File: src/hw/riscv_pkg.sv
package riscv_pkg;

    // major opcodes of the supported RV32I subset
    typedef enum logic [6:0] {
        op_load   = 7'b0000011,            // lw
        op_imm    = 7'b0010011,            // addi
        op_store  = 7'b0100011,            // sw
        op_reg    = 7'b0110011,            // add sub and or xor
        op_branch = 7'b1100011,            // beq
        op_jal    = 7'b1101111             // jal
    } opcode_e;

    typedef enum logic [2:0] {
        alu_op_add = 3'd0,
        alu_op_sub = 3'd1,                 // also used for beq compare
        alu_op_and = 3'd2,
        alu_op_or  = 3'd3,
        alu_op_xor = 3'd4
    } alu_op_e;

    typedef enum logic {
        alu_src_reg = 1'b0,                // operand b from rs2
        alu_src_imm = 1'b1                 // operand b from extended imm
    } alu_src_e;

    typedef enum logic [1:0] {
        res_src_alu = 2'd0,                // alu result
        res_src_mem = 2'd1,                // load data
        res_src_pc4 = 2'd2                 // link value for jal
    } result_src_e;

    typedef enum logic {
        pc_src_plus_4   = 1'b0,
        pc_src_plus_off = 1'b1             // pc + imm, taken beq or jal
    } pc_src_e;

    typedef enum logic [1:0] {
        imm_i = 2'd0,
        imm_s = 2'd1,
        imm_b = 2'd2,
        imm_j = 2'd3
    } imm_src_e;

    // decoded control word, controller to datapath
    typedef struct packed {
        logic        reg_we;
        logic        mem_we;
        alu_src_e    alu_src;
        result_src_e result_src;
        pc_src_e     pc_src;
        imm_src_e    imm_src;
        alu_op_e     alu_ctrl;
    } ctrl_t;

    // one retired instruction as seen at the top level
    typedef struct packed {
        logic [31:0] pc;
        logic        reg_we;               // never set for rd == x0
        logic [4:0]  rd;
        logic [31:0] reg_data;
        logic        mem_we;
        logic [31:0] mem_addr;
        logic [31:0] mem_data;
    } trace_t;

endpackage

File: src/hw/controller.sv
`timescale 1ns/1ps

module alu_dec (
    input  riscv_pkg::opcode_e op,
    input  logic [2:0]         func3,
    input  logic [6:0]         func7,
    output riscv_pkg::alu_op_e alu_ctrl
);
    riscv_pkg::alu_op_e r_type_ctrl;           // op chosen by func3/func7

    always_comb begin
        case (func3)
            3'b000: begin
                if (func7[5]) begin                // 0100000 -> sub
                    r_type_ctrl = riscv_pkg::alu_op_sub;
                end else begin
                    r_type_ctrl = riscv_pkg::alu_op_add;
                end
            end
            3'b100:  r_type_ctrl = riscv_pkg::alu_op_xor;
            3'b110:  r_type_ctrl = riscv_pkg::alu_op_or;
            3'b111:  r_type_ctrl = riscv_pkg::alu_op_and;
            default: r_type_ctrl = riscv_pkg::alu_op_add;   // unsupported funct, harmless
        endcase
    end

    always_comb begin
        case (op)
            riscv_pkg::op_reg:    alu_ctrl = r_type_ctrl;
            riscv_pkg::op_imm:    alu_ctrl = riscv_pkg::alu_op_add;   // addi
            riscv_pkg::op_load:   alu_ctrl = riscv_pkg::alu_op_add;   // rs1 + imm
            riscv_pkg::op_store:  alu_ctrl = riscv_pkg::alu_op_add;   // rs1 + imm
            riscv_pkg::op_branch: alu_ctrl = riscv_pkg::alu_op_sub;   // zero on equal
            default:              alu_ctrl = riscv_pkg::alu_op_add;
        endcase
    end
endmodule

module controller (
    input  logic [31:0]      instr,
    input  logic             alu_zero,
    output riscv_pkg::ctrl_t ctrl
);
    riscv_pkg::opcode_e op;
    riscv_pkg::alu_op_e alu_ctrl;
    riscv_pkg::pc_src_e pc_src_beq;            // resolved branch target select

    assign op = riscv_pkg::opcode_e'(instr[6:0]);
    assign pc_src_beq = alu_zero ? riscv_pkg::pc_src_plus_off : riscv_pkg::pc_src_plus_4;

    alu_dec ad (
        .op       (op),
        .func3    (instr[14:12]),
        .func7    (instr[31:25]),
        .alu_ctrl (alu_ctrl)
    );

    always_comb begin
        ctrl.reg_we     = 1'b0;                // safe values, unknown opcode
        ctrl.mem_we     = 1'b0;
        ctrl.alu_src    = riscv_pkg::alu_src_reg;
        ctrl.result_src = riscv_pkg::res_src_alu;
        ctrl.pc_src     = riscv_pkg::pc_src_plus_4;
        ctrl.imm_src    = riscv_pkg::imm_i;
        ctrl.alu_ctrl   = alu_ctrl;
        case (op)
            riscv_pkg::op_load: begin
                ctrl.reg_we     = 1'b1;
                ctrl.alu_src    = riscv_pkg::alu_src_imm;
                ctrl.result_src = riscv_pkg::res_src_mem;   // rd <- mem[rs1 + imm]
            end
            riscv_pkg::op_imm: begin
                ctrl.reg_we     = 1'b1;
                ctrl.alu_src    = riscv_pkg::alu_src_imm;
            end
            riscv_pkg::op_store: begin
                ctrl.mem_we     = 1'b1;
                ctrl.alu_src    = riscv_pkg::alu_src_imm;
                ctrl.imm_src    = riscv_pkg::imm_s;         // split imm field
            end
            riscv_pkg::op_reg: begin
                ctrl.reg_we     = 1'b1;                     // both operands from regs
            end
            riscv_pkg::op_branch: begin
                ctrl.pc_src     = pc_src_beq;               // taken only on equal
                ctrl.imm_src    = riscv_pkg::imm_b;
            end
            riscv_pkg::op_jal: begin
                ctrl.reg_we     = 1'b1;
                ctrl.result_src = riscv_pkg::res_src_pc4;   // link
                ctrl.pc_src     = riscv_pkg::pc_src_plus_off;
                ctrl.imm_src    = riscv_pkg::imm_j;
            end
            default: ;                                      // keep safe values
        endcase
    end
endmodule

File: config.mk
export PLATFORM = sky130hd
export DESIGN_NAME = controller
export DESIGN_NICKNAME = d
export VERILOG_FILES = /design/src/hw/riscv_pkg.sv /design/src/hw/controller.sv
export SDC_FILE = /design/constraint.sdc
export NUM_CORES = 1
export LEC_CHECK = 0
export BUFFER_PORTS_ARGS = -buffer_cell sky130_fd_sc_hd__buf_2
export CAP_MARGIN = 40
export CORE_AREA = 2 2 39 41
export DETAILED_ROUTE_END_ITERATION = 8
export DIE_AREA = 0 0 41 43
export GPL_TIMING_DRIVEN = 0
export PLACE_DENSITY = 0.6
export SYNTH_ARGS = -nofsm -noshare
export SYNTH_HDL_FRONTEND = slang
export SYNTH_HIERARCHICAL = 1
export SYNTH_SLANG_ARGS = --single-unit
File: constraint.sdc
create_clock -name vclk -period 0.8
set_input_delay 0.04 -clock vclk [all_inputs]
set_output_delay 0.04 -clock vclk [all_outputs]
set_load 0.01 [all_outputs]
==> flow_metrics.py <==
metrics = {
    "yosys": {
        "netlist_area_sq_um": 186,
        "yosysUniqueCellTypes": 18,
        "ys_warn_count": 6,
        "synthCells": 32,
        "yosysSeqAreaShare_pct": 0,
        "synth.avg_cell_area_sq_um": 5.83,
        "synth_fp_nets": 65,
    },
    "clock_network": {
        "cts_hold_buf": 0,
    },
    "drt": {
        "vias_per_cell": 4.37,
        "routedWlPerCell_microns": 9.46,
        "wl_microns": 719,
        "drc_errors": 0,
        "drtPass1Iterations": 1,
        "first_iter_violations": 0,
        "num_vias": 332,
        "ant_nets": 0,
    },
    "global_routing": {
        "gr-usage-met2_pct": 11.9,
        "grt_overflow": 0,
        "grt_pass1_wl_microns": 959,
        "met1_usage_pct": 10.8,
        "grt_usage_pct": 7.19,
        "grt_pass1_vias": 249,
        "met3_usage_pct": 0,
        "grt_max_degree": 8,
        "antenna_found_initial": 0,
        "grt-busiest-layer": "met2",
    },
    "timing": {
        "drv_slew": 0,
        "setup_ws_ns": -0.0167,
        "fmax_ghz": 1.22,
        "tightest_slew_ns": 0.198,
        "setup_viol": 2,
        "hold_viol": 0,
        "min_period_over_period_pct": 102,
        "slew_headroom_pct": 86.7,
        "finalCriticalPeriod_ns": 0.817,
        "rsz0062_at_grt": "true",
    },
    "worst_setup_path": {
        "path_delay_family": "simple AND/OR/NAND/NOR gates",
        "crit_arrival_ns": 0.78,
        "worstPathBufferInverterCount": 2,
        "path_cells": "buf_8 > nor2_2 > nand4b_1 > nor3_1 > buf_2",
        "cp_slowest_cell": "nand4b_1",
        "cp-start-kind": "input port",
        "cp.required_ns": 0.76,
        "max_stage_delay_ns": 0.18,
        "critical_path_class": "input port to output pin",
        "critPathCaptureType": "output pin",
        "cp_max_fo": 6,
        "worstSetupPathDepth": 5,
    },
    "final_layout": {
        "synthToLayoutAreaGrowth_pct": 148,
        "register_area_sq_um": 0,
        "drive_gt1_share_pct": 66.7,
        "nClkBuffers": 0,
        "post-route-util_pct": 33.5,
        "nets": 95,
        "design.seq.count": 0,
        "antennaDiodeCount": 0,
        "fillers": 162,
    },
    "run_status": {
        "outcome": "finished, violations left",
        "violations": "setup timing",
    },
    "flow_run": {
        "cap_violations": 0,
    },
    "min_path": {
        "hp-start": "instr[13]",
        "holdPathEnd": "ctrl[2]",
        "min_path_cells": 3,
        "hp-class": "input port to output pin",
    },
    "placed_design": {
        "dp_hpwl_microns": 559,
        "gp_congestion": 0.671,
        "dp_slack_ns": -0.0861,
        "port_buffers": 23,
    },
    "floorplanning": {
        "start_util_pct": 13.5,
        "row_count": 14,
        "dieArea_sq_mm": 0.00176,
        "die_h_microns": 43,
        "die_w_microns": 41,
        "coreArea_sq_mm": 0.00138,
        "io_pins": 44,
    },
    "power_and_ir_drop": {
        "power_leakage_nw": 0.221,
        "irDropWorstVdd_mv": 0.167,
        "p_total_w": 0.000172,
        "power_density_mw_per_mm2": 371,
    },
}
[where the power goes]
group / internal, W / switching (W)
Combinational: 0.000100 / 0.0000717
Sequential: 0 / 0
Clock: 0 / 0
[layout by cell type, fill, tap and decap left out, types with 2 or more instances in the layout]
cell type and count:
nor2_2 2, buf_2 14, a21oi_2 3, nand3_1 2, nor3_1 2, nand2_1 5
buf_8 3, buf_4 5, buf_6 6, nor2_1 4
[cell families after synthesis]
family / synth area share (%)
simple gates: 71.8
buf+inv: 2.01
compound gates: 26.2
[synth_stat cells (2+ instances only)]
cell / n / share of area [%]
nor3_1: 2 / 5.4
nand3_1: 2 / 5.4
a21oi_1: 3 / 8.1
nor2_1: 6 / 12
o21ai_1: 2 / 5.4
nand2_1: 5 / 10
[cell type report]
class                           instances  area, sq um  share of cell area [%]
Multi-Input combinational cell         31          219                    47.3
Timing Repair Buffer                   28          220                    47.6
Inverter                                1         3.75                   0.811
Tap cell                               16         20.0                    4.32
[stage by stage]
stage	instances	area [sq um]	TNS, ns	hold WS, ns
after detailed placement	71	322	-0.297	0.350
after global placement	71	322	-0.239	0.344
after CTS	74	408	-0.0406	0.321
after floorplan	32	186	0	0.131
final	76	463	-0.0308	0.325
after global routing	76	463	-0.268	0.336
[what timing repair did]
action	4_1_cts	5_1_grt
resized for setup	17	10
setup endpoints to repair	7	9
buffers inserted	3	2
hold endpoints to repair	0	0
pin swaps	11	9
[worst max-delay path by stage]
| stage | start | to |
|---|---|---|
| 2_1_floorplan | instr[6] | ctrl[3] |
| 3_3_place_gp | instr[6] | ctrl[3] |
| 3_5_place_dp | instr[6] | ctrl[3] |
| 4_1_cts | instr[3] | ctrl[3] |
| 5_1_grt | instr[3] | ctrl[3] |
| 6_report | instr[3] | ctrl[6] |
[routing by layer]
layer / wire (microns) / part of all wire [%]
met1: 305 / 42
met2: 338 / 47
met3: 74 / 10
met4: 0 / 0
met5: 0 / 0
No activity file was read; power rests on OpenSTA's default activity.
