[src/hw/riscv_pkg.sv]
package riscv_pkg;

    // major opcodes of the supported RV32I subset
    typedef enum logic [6:0] {
        op_load   = 7'b0000011,            // lw
        op_imm    = 7'b0010011,            // addi
        op_store  = 7'b0100011,            // sw
        op_reg    = 7'b0110011,            // add sub and or xor
        op_branch = 7'b1100011,            // beq
        op_jal    = 7'b1101111             // jal
    } opcode_e;

    typedef enum logic [2:0] {
        alu_op_add = 3'd0,
        alu_op_sub = 3'd1,                 // also used for beq compare
        alu_op_and = 3'd2,
        alu_op_or  = 3'd3,
        alu_op_xor = 3'd4
    } alu_op_e;

    typedef enum logic {
        alu_src_reg = 1'b0,                // operand b from rs2
        alu_src_imm = 1'b1                 // operand b from extended imm
    } alu_src_e;

    typedef enum logic [1:0] {
        res_src_alu = 2'd0,                // alu result
        res_src_mem = 2'd1,                // load data
        res_src_pc4 = 2'd2                 // link value for jal
    } result_src_e;

    typedef enum logic {
        pc_src_plus_4   = 1'b0,
        pc_src_plus_off = 1'b1             // pc + imm, taken beq or jal
    } pc_src_e;

    typedef enum logic [1:0] {
        imm_i = 2'd0,
        imm_s = 2'd1,
        imm_b = 2'd2,
        imm_j = 2'd3
    } imm_src_e;

    // decoded control word, controller to datapath
    typedef struct packed {
        logic        reg_we;
        logic        mem_we;
        alu_src_e    alu_src;
        result_src_e result_src;
        pc_src_e     pc_src;
        imm_src_e    imm_src;
        alu_op_e     alu_ctrl;
    } ctrl_t;

    // one retired instruction as seen at the top level
    typedef struct packed {
        logic [31:0] pc;
        logic        reg_we;               // never set for rd == x0
        logic [4:0]  rd;
        logic [31:0] reg_data;
        logic        mem_we;
        logic [31:0] mem_addr;
        logic [31:0] mem_data;
    } trace_t;

endpackage

[src/hw/alu.sv]
`timescale 1ns/1ps

module alu (
    input  logic [31:0]        a,
    input  logic [31:0]        b,
    input  riscv_pkg::alu_op_e op,
    output logic [31:0]        y,
    output logic               zero
);
    logic [31:0] sum;                          // a + b
    logic [31:0] diff;                         // a - b

    assign sum  = a + b;
    assign diff = a - b;

    always_comb begin
        case (op)
            riscv_pkg::alu_op_add: y = sum;
            riscv_pkg::alu_op_sub: y = diff;
            riscv_pkg::alu_op_and: y = a & b;
            riscv_pkg::alu_op_or:  y = a | b;
            riscv_pkg::alu_op_xor: y = a ^ b;
            default:               y = sum;    // unused encodings
        endcase
    end

    // beq relies on this with op = sub
    assign zero = (y == 32'd0);

endmodule

[src/hw/reg_file.sv]
`timescale 1ns/1ps

module reg_file (
    input  logic        clk,
    input  logic        arst_n,
    input  logic        we,
    input  logic [4:0]  ra1,
    input  logic [4:0]  ra2,
    input  logic [4:0]  wa,
    input  logic [31:0] wd,
    output logic [31:0] rd1,
    output logic [31:0] rd2
);
    logic [31:0] regs [32];                    // x0..x31

    always_ff @(posedge clk or negedge arst_n) begin
        if (!arst_n) begin
            for (int i = 0; i < 32; i++) begin
                regs[i] <= 32'd0;
            end
        end else if (we && (wa != 5'd0)) begin // x0 stays zero
            regs[wa] <= wd;
        end
    end

    // async read, new value visible after the edge
    assign rd1 = regs[ra1];
    assign rd2 = regs[ra2];

endmodule

[src/hw/imm_extend.sv]
`timescale 1ns/1ps

module imm_extend (
    input  logic [31:0]         instr,
    input  riscv_pkg::imm_src_e imm_src,
    output logic [31:0]         imm
);
    always_comb begin
        case (imm_src)
            riscv_pkg::imm_i: imm = {{20{instr[31]}}, instr[31:20]};
            riscv_pkg::imm_s: imm = {{20{instr[31]}}, instr[31:25], instr[11:7]};
            riscv_pkg::imm_b: begin                     // bit 0 implied zero
                imm = {{19{instr[31]}}, instr[31], instr[7], instr[30:25],
                       instr[11:8], 1'b0};
            end
            default: begin                              // j-type, +-1 MiB range
                imm = {{11{instr[31]}}, instr[31], instr[19:12], instr[20],
                       instr[30:21], 1'b0};
            end
        endcase
    end
endmodule

[src/hw/datapath.sv]
`timescale 1ns/1ps

module datapath (
    input  logic              clk,
    input  logic              arst_n,
    input  logic              run,
    input  logic [31:0]       instr,
    input  riscv_pkg::ctrl_t  ctrl,
    input  logic [31:0]       mem_rdata,
    output logic [31:0]       pc,
    output logic [31:0]       mem_addr,
    output logic [31:0]       mem_wdata,
    output logic              mem_we,
    output logic              alu_zero,
    output riscv_pkg::trace_t trace
);
    logic [31:0] pc_plus4;
    logic [31:0] pc_target;
    logic [31:0] pc_next;
    logic [31:0] imm;
    logic [31:0] rd1;
    logic [31:0] rd2;
    logic [31:0] src_b;
    logic [31:0] alu_y;
    logic [31:0] result;                       // writeback value
    logic        reg_we;                       // write enable after run gating

    assign pc_plus4  = pc + 32'd4;
    assign pc_target = pc + imm;               // branch and jal share this adder
    assign pc_next   = (ctrl.pc_src == riscv_pkg::pc_src_plus_off) ? pc_target : pc_plus4;

    always_ff @(posedge clk or negedge arst_n) begin
        if (!arst_n) begin
            pc <= 32'd0;
        end else if (run) begin                // hold while stopped
            pc <= pc_next;
        end
    end

    assign reg_we = ctrl.reg_we & run;
    assign mem_we = ctrl.mem_we & run;

    reg_file rf (
        .clk    (clk),
        .arst_n (arst_n),
        .we     (reg_we),
        .ra1    (instr[19:15]),
        .ra2    (instr[24:20]),
        .wa     (instr[11:7]),
        .wd     (result),
        .rd1    (rd1),
        .rd2    (rd2)
    );

    imm_extend ext (
        .instr   (instr),
        .imm_src (ctrl.imm_src),
        .imm     (imm)
    );

    assign src_b = (ctrl.alu_src == riscv_pkg::alu_src_imm) ? imm : rd2;

    alu alu0 (
        .a    (rd1),
        .b    (src_b),
        .op   (ctrl.alu_ctrl),
        .y    (alu_y),
        .zero (alu_zero)
    );

    always_comb begin
        case (ctrl.result_src)
            riscv_pkg::res_src_mem: result = mem_rdata;
            riscv_pkg::res_src_pc4: result = pc_plus4;
            default:                result = alu_y;
        endcase
    end

    assign mem_addr  = alu_y;                  // byte address, word aligned by sw
    assign mem_wdata = rd2;

    always_comb begin
        trace.pc       = pc;
        trace.reg_we   = reg_we & (instr[11:7] != 5'd0);   // hide x0 writes
        trace.rd       = instr[11:7];
        trace.reg_data = result;
        trace.mem_we   = mem_we;
        trace.mem_addr = alu_y;
        trace.mem_data = rd2;
    end
endmodule

[config.mk]
export PLATFORM = sky130hd
export DESIGN_NAME = datapath
export DESIGN_NICKNAME = d
export VERILOG_FILES = /design/src/hw/riscv_pkg.sv /design/src/hw/alu.sv /design/src/hw/reg_file.sv /design/src/hw/imm_extend.sv /design/src/hw/datapath.sv
export SDC_FILE = /design/constraint.sdc
export NUM_CORES = 2
export LEC_CHECK = 0
export ABC_CLOCK_PERIOD_IN_PS = 14100
export BUFFER_PORTS_ARGS = -buffer_cell sky130_fd_sc_hd__buf_2
export CAP_MARGIN = 10
export CORE_ASPECT_RATIO = 2
export CORE_MARGIN = 8
export CORE_UTILIZATION = 50
export CTS_CLUSTER_DIAMETER = 80
export DETAILED_ROUTE_END_ITERATION = 6
export MAX_ROUTING_LAYER = met4
export PLACE_DENSITY = 0.78
export SLEW_MARGIN = 0
export SYNTH_ARGS = -nofsm -noshare
export SYNTH_HDL_FRONTEND = slang
export SYNTH_SLANG_ARGS = --single-unit
[constraint.sdc]
create_clock -name clk -period 14.1 [get_ports clk]
set_clock_uncertainty 0.1 [all_clocks]
set_input_delay 3.525 -clock clk [delete_from_list [all_inputs] [get_ports clk]]
set_output_delay 3.525 -clock clk [all_outputs]
set_load 0.02 [all_outputs]
==> key figures <==
Synth
  • Post-synthesis compound-gate area fraction: 16.0%
  • Syn Inst Count: 6108
  • Combinational family with the most area after synthesis: multiplexers
  • Simple-Gate Fraction of Synth Area: 9.48%
  • #FFs+latches synth: 1056
  • Mapped Area: 0.0621 mm2
  • Syn_nets: 6318
  • XOR/XNOR Fraction of Synth Area: 1.49%
  • Multiplexer share of the synthesized area: 21.7%
  • Syn Area/Cell: 10.2 um2
  • Post-synth ARST share: 100%
  • Adder-Cell Fraction of Synth Area: 2.68%
  • EDFF count, synth: 0
  • Syn. warnings: 0
  • Sequential fraction of the synthesis area: 42.5%
  • Cell variety after synth: 78
  • Main synth FF type: dfrtp_1

Route
  • Final WL: 212000 um
  • Residual DRC: 0
  • WL per Instance: 27.2 um
  • Post-DRT Antenna Nets: 0
  • Via/cell ratio: 6.57
  • Iter 0 DRT Violations: 6361
  • DR vias: 51.2k
  • DR pass1 iterations: 6

Worst setup path
  • Critical path class: in2out
  • Slowest stage delay, CP: 640 ps
  • Worst setup SP type: input port
  • Worst path required time: 10470 ps
  • Crit-path slowest cell: nor4_2
  • Cell repeated most along the worst path: a21oi_1
  • Crit path DAT: 10240 ps
  • Flop-to-flop setup slack: 7020 ps
  • Worst-path fanout max: 39
  • Worst Reg-to-Reg Cells: 28
  • CP endpoint kind: output pin

Pwr
  • Switch share: 36.8%
  • Pleak: 31.5 nW
  • Internal Power: 0.00636 W
  • Combinational share of power: 32.2%
  • PD cells: 148 mW/mm2
  • P_sw: 0.00371 W
  • Clk pwr share: 27.7%
  • Sequential share of power: 40.1%
  • Max rail drop VDD: 0.133 mV

Timing
  • Setup TNS: 0 ps
  • Worst setup margin: 239 ps
  • Slew headroom: 11.1%
  • Period minus WS final: 13860 ps
  • Fmax: 72.1 MHz
  • Final hold vios: 0
  • Pins Over Slew Limit: 0
  • RSZ-0062 raised after global routing: false
  • Fin crit share: 98.3%
  • Worst slew pin tran: 1330 ps
  • Setup-failing EPs final: 0

Clocking
  • Reg clk slew, reported paths: 60 ps
  • Total CTS buffers: 97
  • Longest Clk Path Bufs: 3
  • CTS tree: done
  • H-tree depth: 3
  • CTS sink count: 1056
  • Clk root buf: clkbuf_16
  • Worst skew pair latency: 720 ps

Global route
  • Global-route wire length before repair: 317000 um
  • Total global routing track utilization: 31.4%
  • Grt ovf: 0
  • Initial antenna violation count: 11
  • Number of global-route vias before repair: 50.4k
  • Largest net degree at the start of global routing: 183

Die
  • I/O pin count: 311
  • Die height: 515 um
  • Die span in x: 265 um
  • Die ar.: 0.136 mm2
  • Core Area: 0.124 mm2
  • Row cnt: 183
  • Starting Density: 50.2%

Cells and area
  • Layout cell share with drive strength beyond 1: 19.8%
  • NumNets Final: 6250
  • Area Overhead vs Synth: 9.45%
  • Layout fillers: 10.4k

Min path
  • HP Class: reg2reg
  • Hold Path Stages: 0

Place
  • Dpl hpwl: 131000 um
  • RePlAce Congestion: 1.02
  • Port-buffer cells: 303
  • Pre-CTS setup slack: 103 ps

Flow run
  • Max-cap viol count: 0

Outcome
  • Status: completed
==> routing by layer <==
metal  up-vias  GRT usage, %  wire [um]
met5         -             -          0
met3       832          8.59      25100
met4         0          20.4      16300
met2      3434          47.0      96300
li1      21749             -          -
met1     25214          37.1      74700
==> per-stage QoR <==
stage / util (%) / cell area [um2] / hold WS (ps) / cells / total power [W]
finish: 54.9 / 68000 / 297 / 7796 / 0.0101
CTS: 54.8 / 67900 / 299 / 7782 / 0.0100
floorplan: - / 62100 / 341 / 6108 / 0.00616
global placement: 52.1 / 64600 / 278 / 7603 / 0.00713
global route: 54.9 / 68000 / 319 / 7793 / 0.0105
detailed placement: 52.1 / 64600 / 282 / 7603 / 0.00724
==> logic make-up after synthesis <==
logic type      count (synthesis)
simple gates                 1427
compound gates               1709
fa+ha+maj                     132
flops                        1056
xor+xnor                      106
buf+inv                       824
mux                           854
==> state kept, by name (all words and copies together), names as in the netlist <==
signal,flops
pc,32
rf.regs,1024
==> Yosys cell counts (all sizes together), types with 36 or more instances <==
cell type     n  area (um2)
a21o         43         323
ha          130        1630
dfrtp      1056       26400
a22oi       195        1460
nor2        101         387
nand2      1120        4200
a21oi       167         847
xnor2        70         613
buf         248        1660
mux4        390        8790
clkbuf      422        1580
mux2i       439        4390
nand3        44         225
xor2         36         315
inv         149         559
o21ai      1094        5590
==> cells in the final DEF, fill, tap and decap left out, types with 23 or more instances in the layout <==
cell       count
nand2_1     1089
dfrtp_1     1056
o21ai_0     1046
mux2i_1      437
mux4_2       389
buf_2        296
a22oi_1      195
buf_4        186
a21oi_1      162
inv_1        148
ha_1         129
nor2_1       100
clkbuf_16    100
xnor2_1       70
nand3_1       43
a21o_1        43
o21ai_2       43
xor2_1        36
nand2_4       31
a221oi_1      26
mux2_2        25
and3_1        23
==> power by group through the flow <==
| stage | Combinational (W) | Clock [W] | Sequential [W] |
|---|---|---|---|
| detailed placement | 0.00317 | 0 | 0.00406 |
| global route | 0.00351 | 0.00290 | 0.00409 |
| global placement | 0.00310 | 0 | 0.00403 |
| finish | 0.00324 | 0.00279 | 0.00404 |
| CTS | 0.00319 | 0.00279 | 0.00401 |
| floorplan | 0.00223 | 0 | 0.00393 |
==> layout make-up <==
cell class	count	area [um2]	area share, %
multi-input cells	4228	32300	47.5
flip-flops and latches	1056	26400	38.9
repair buffers	506	3320	4.89
clock buffers	137	2820	4.15
well taps	1665	2080	3.06
inverters	151	571	0.839
clock inverters	42	467	0.686
diodes	11	27.5	0.0405
==> final timing paths <==
kind	startpoint	to
worst max-delay path	instr[21]	alu_zero
worst min-delay path	rf.regs[992]	rf.regs[992]
worst max register to register	rf.regs[230]	rf.regs[766]
worst min register to register	rf.regs[992]	rf.regs[992]
max in group asynchronous	arst_n	rf.regs[991]
min in group asynchronous	arst_n	rf.regs[954]
==> critical path: cells and delay by family <==
family	cells	cell delay [ps]
AND/OR/NAND/NOR	10	2520
AO/OA/AOI/OAI	8	2030
buffers and inverters	4	1010
multiplexers	2	480
adder cells (fa/ha/maj)	1	330
XOR/XNOR	2	250
==> repair_timing <==
action | 4_1_cts | 5_1_grt
setup buffers | 0 | 2
endpoints found under the setup margin | 0 | 5
hold buffers | 0 | 0
resized for setup | 0 | 10
(Power assumes the default switching activity.)
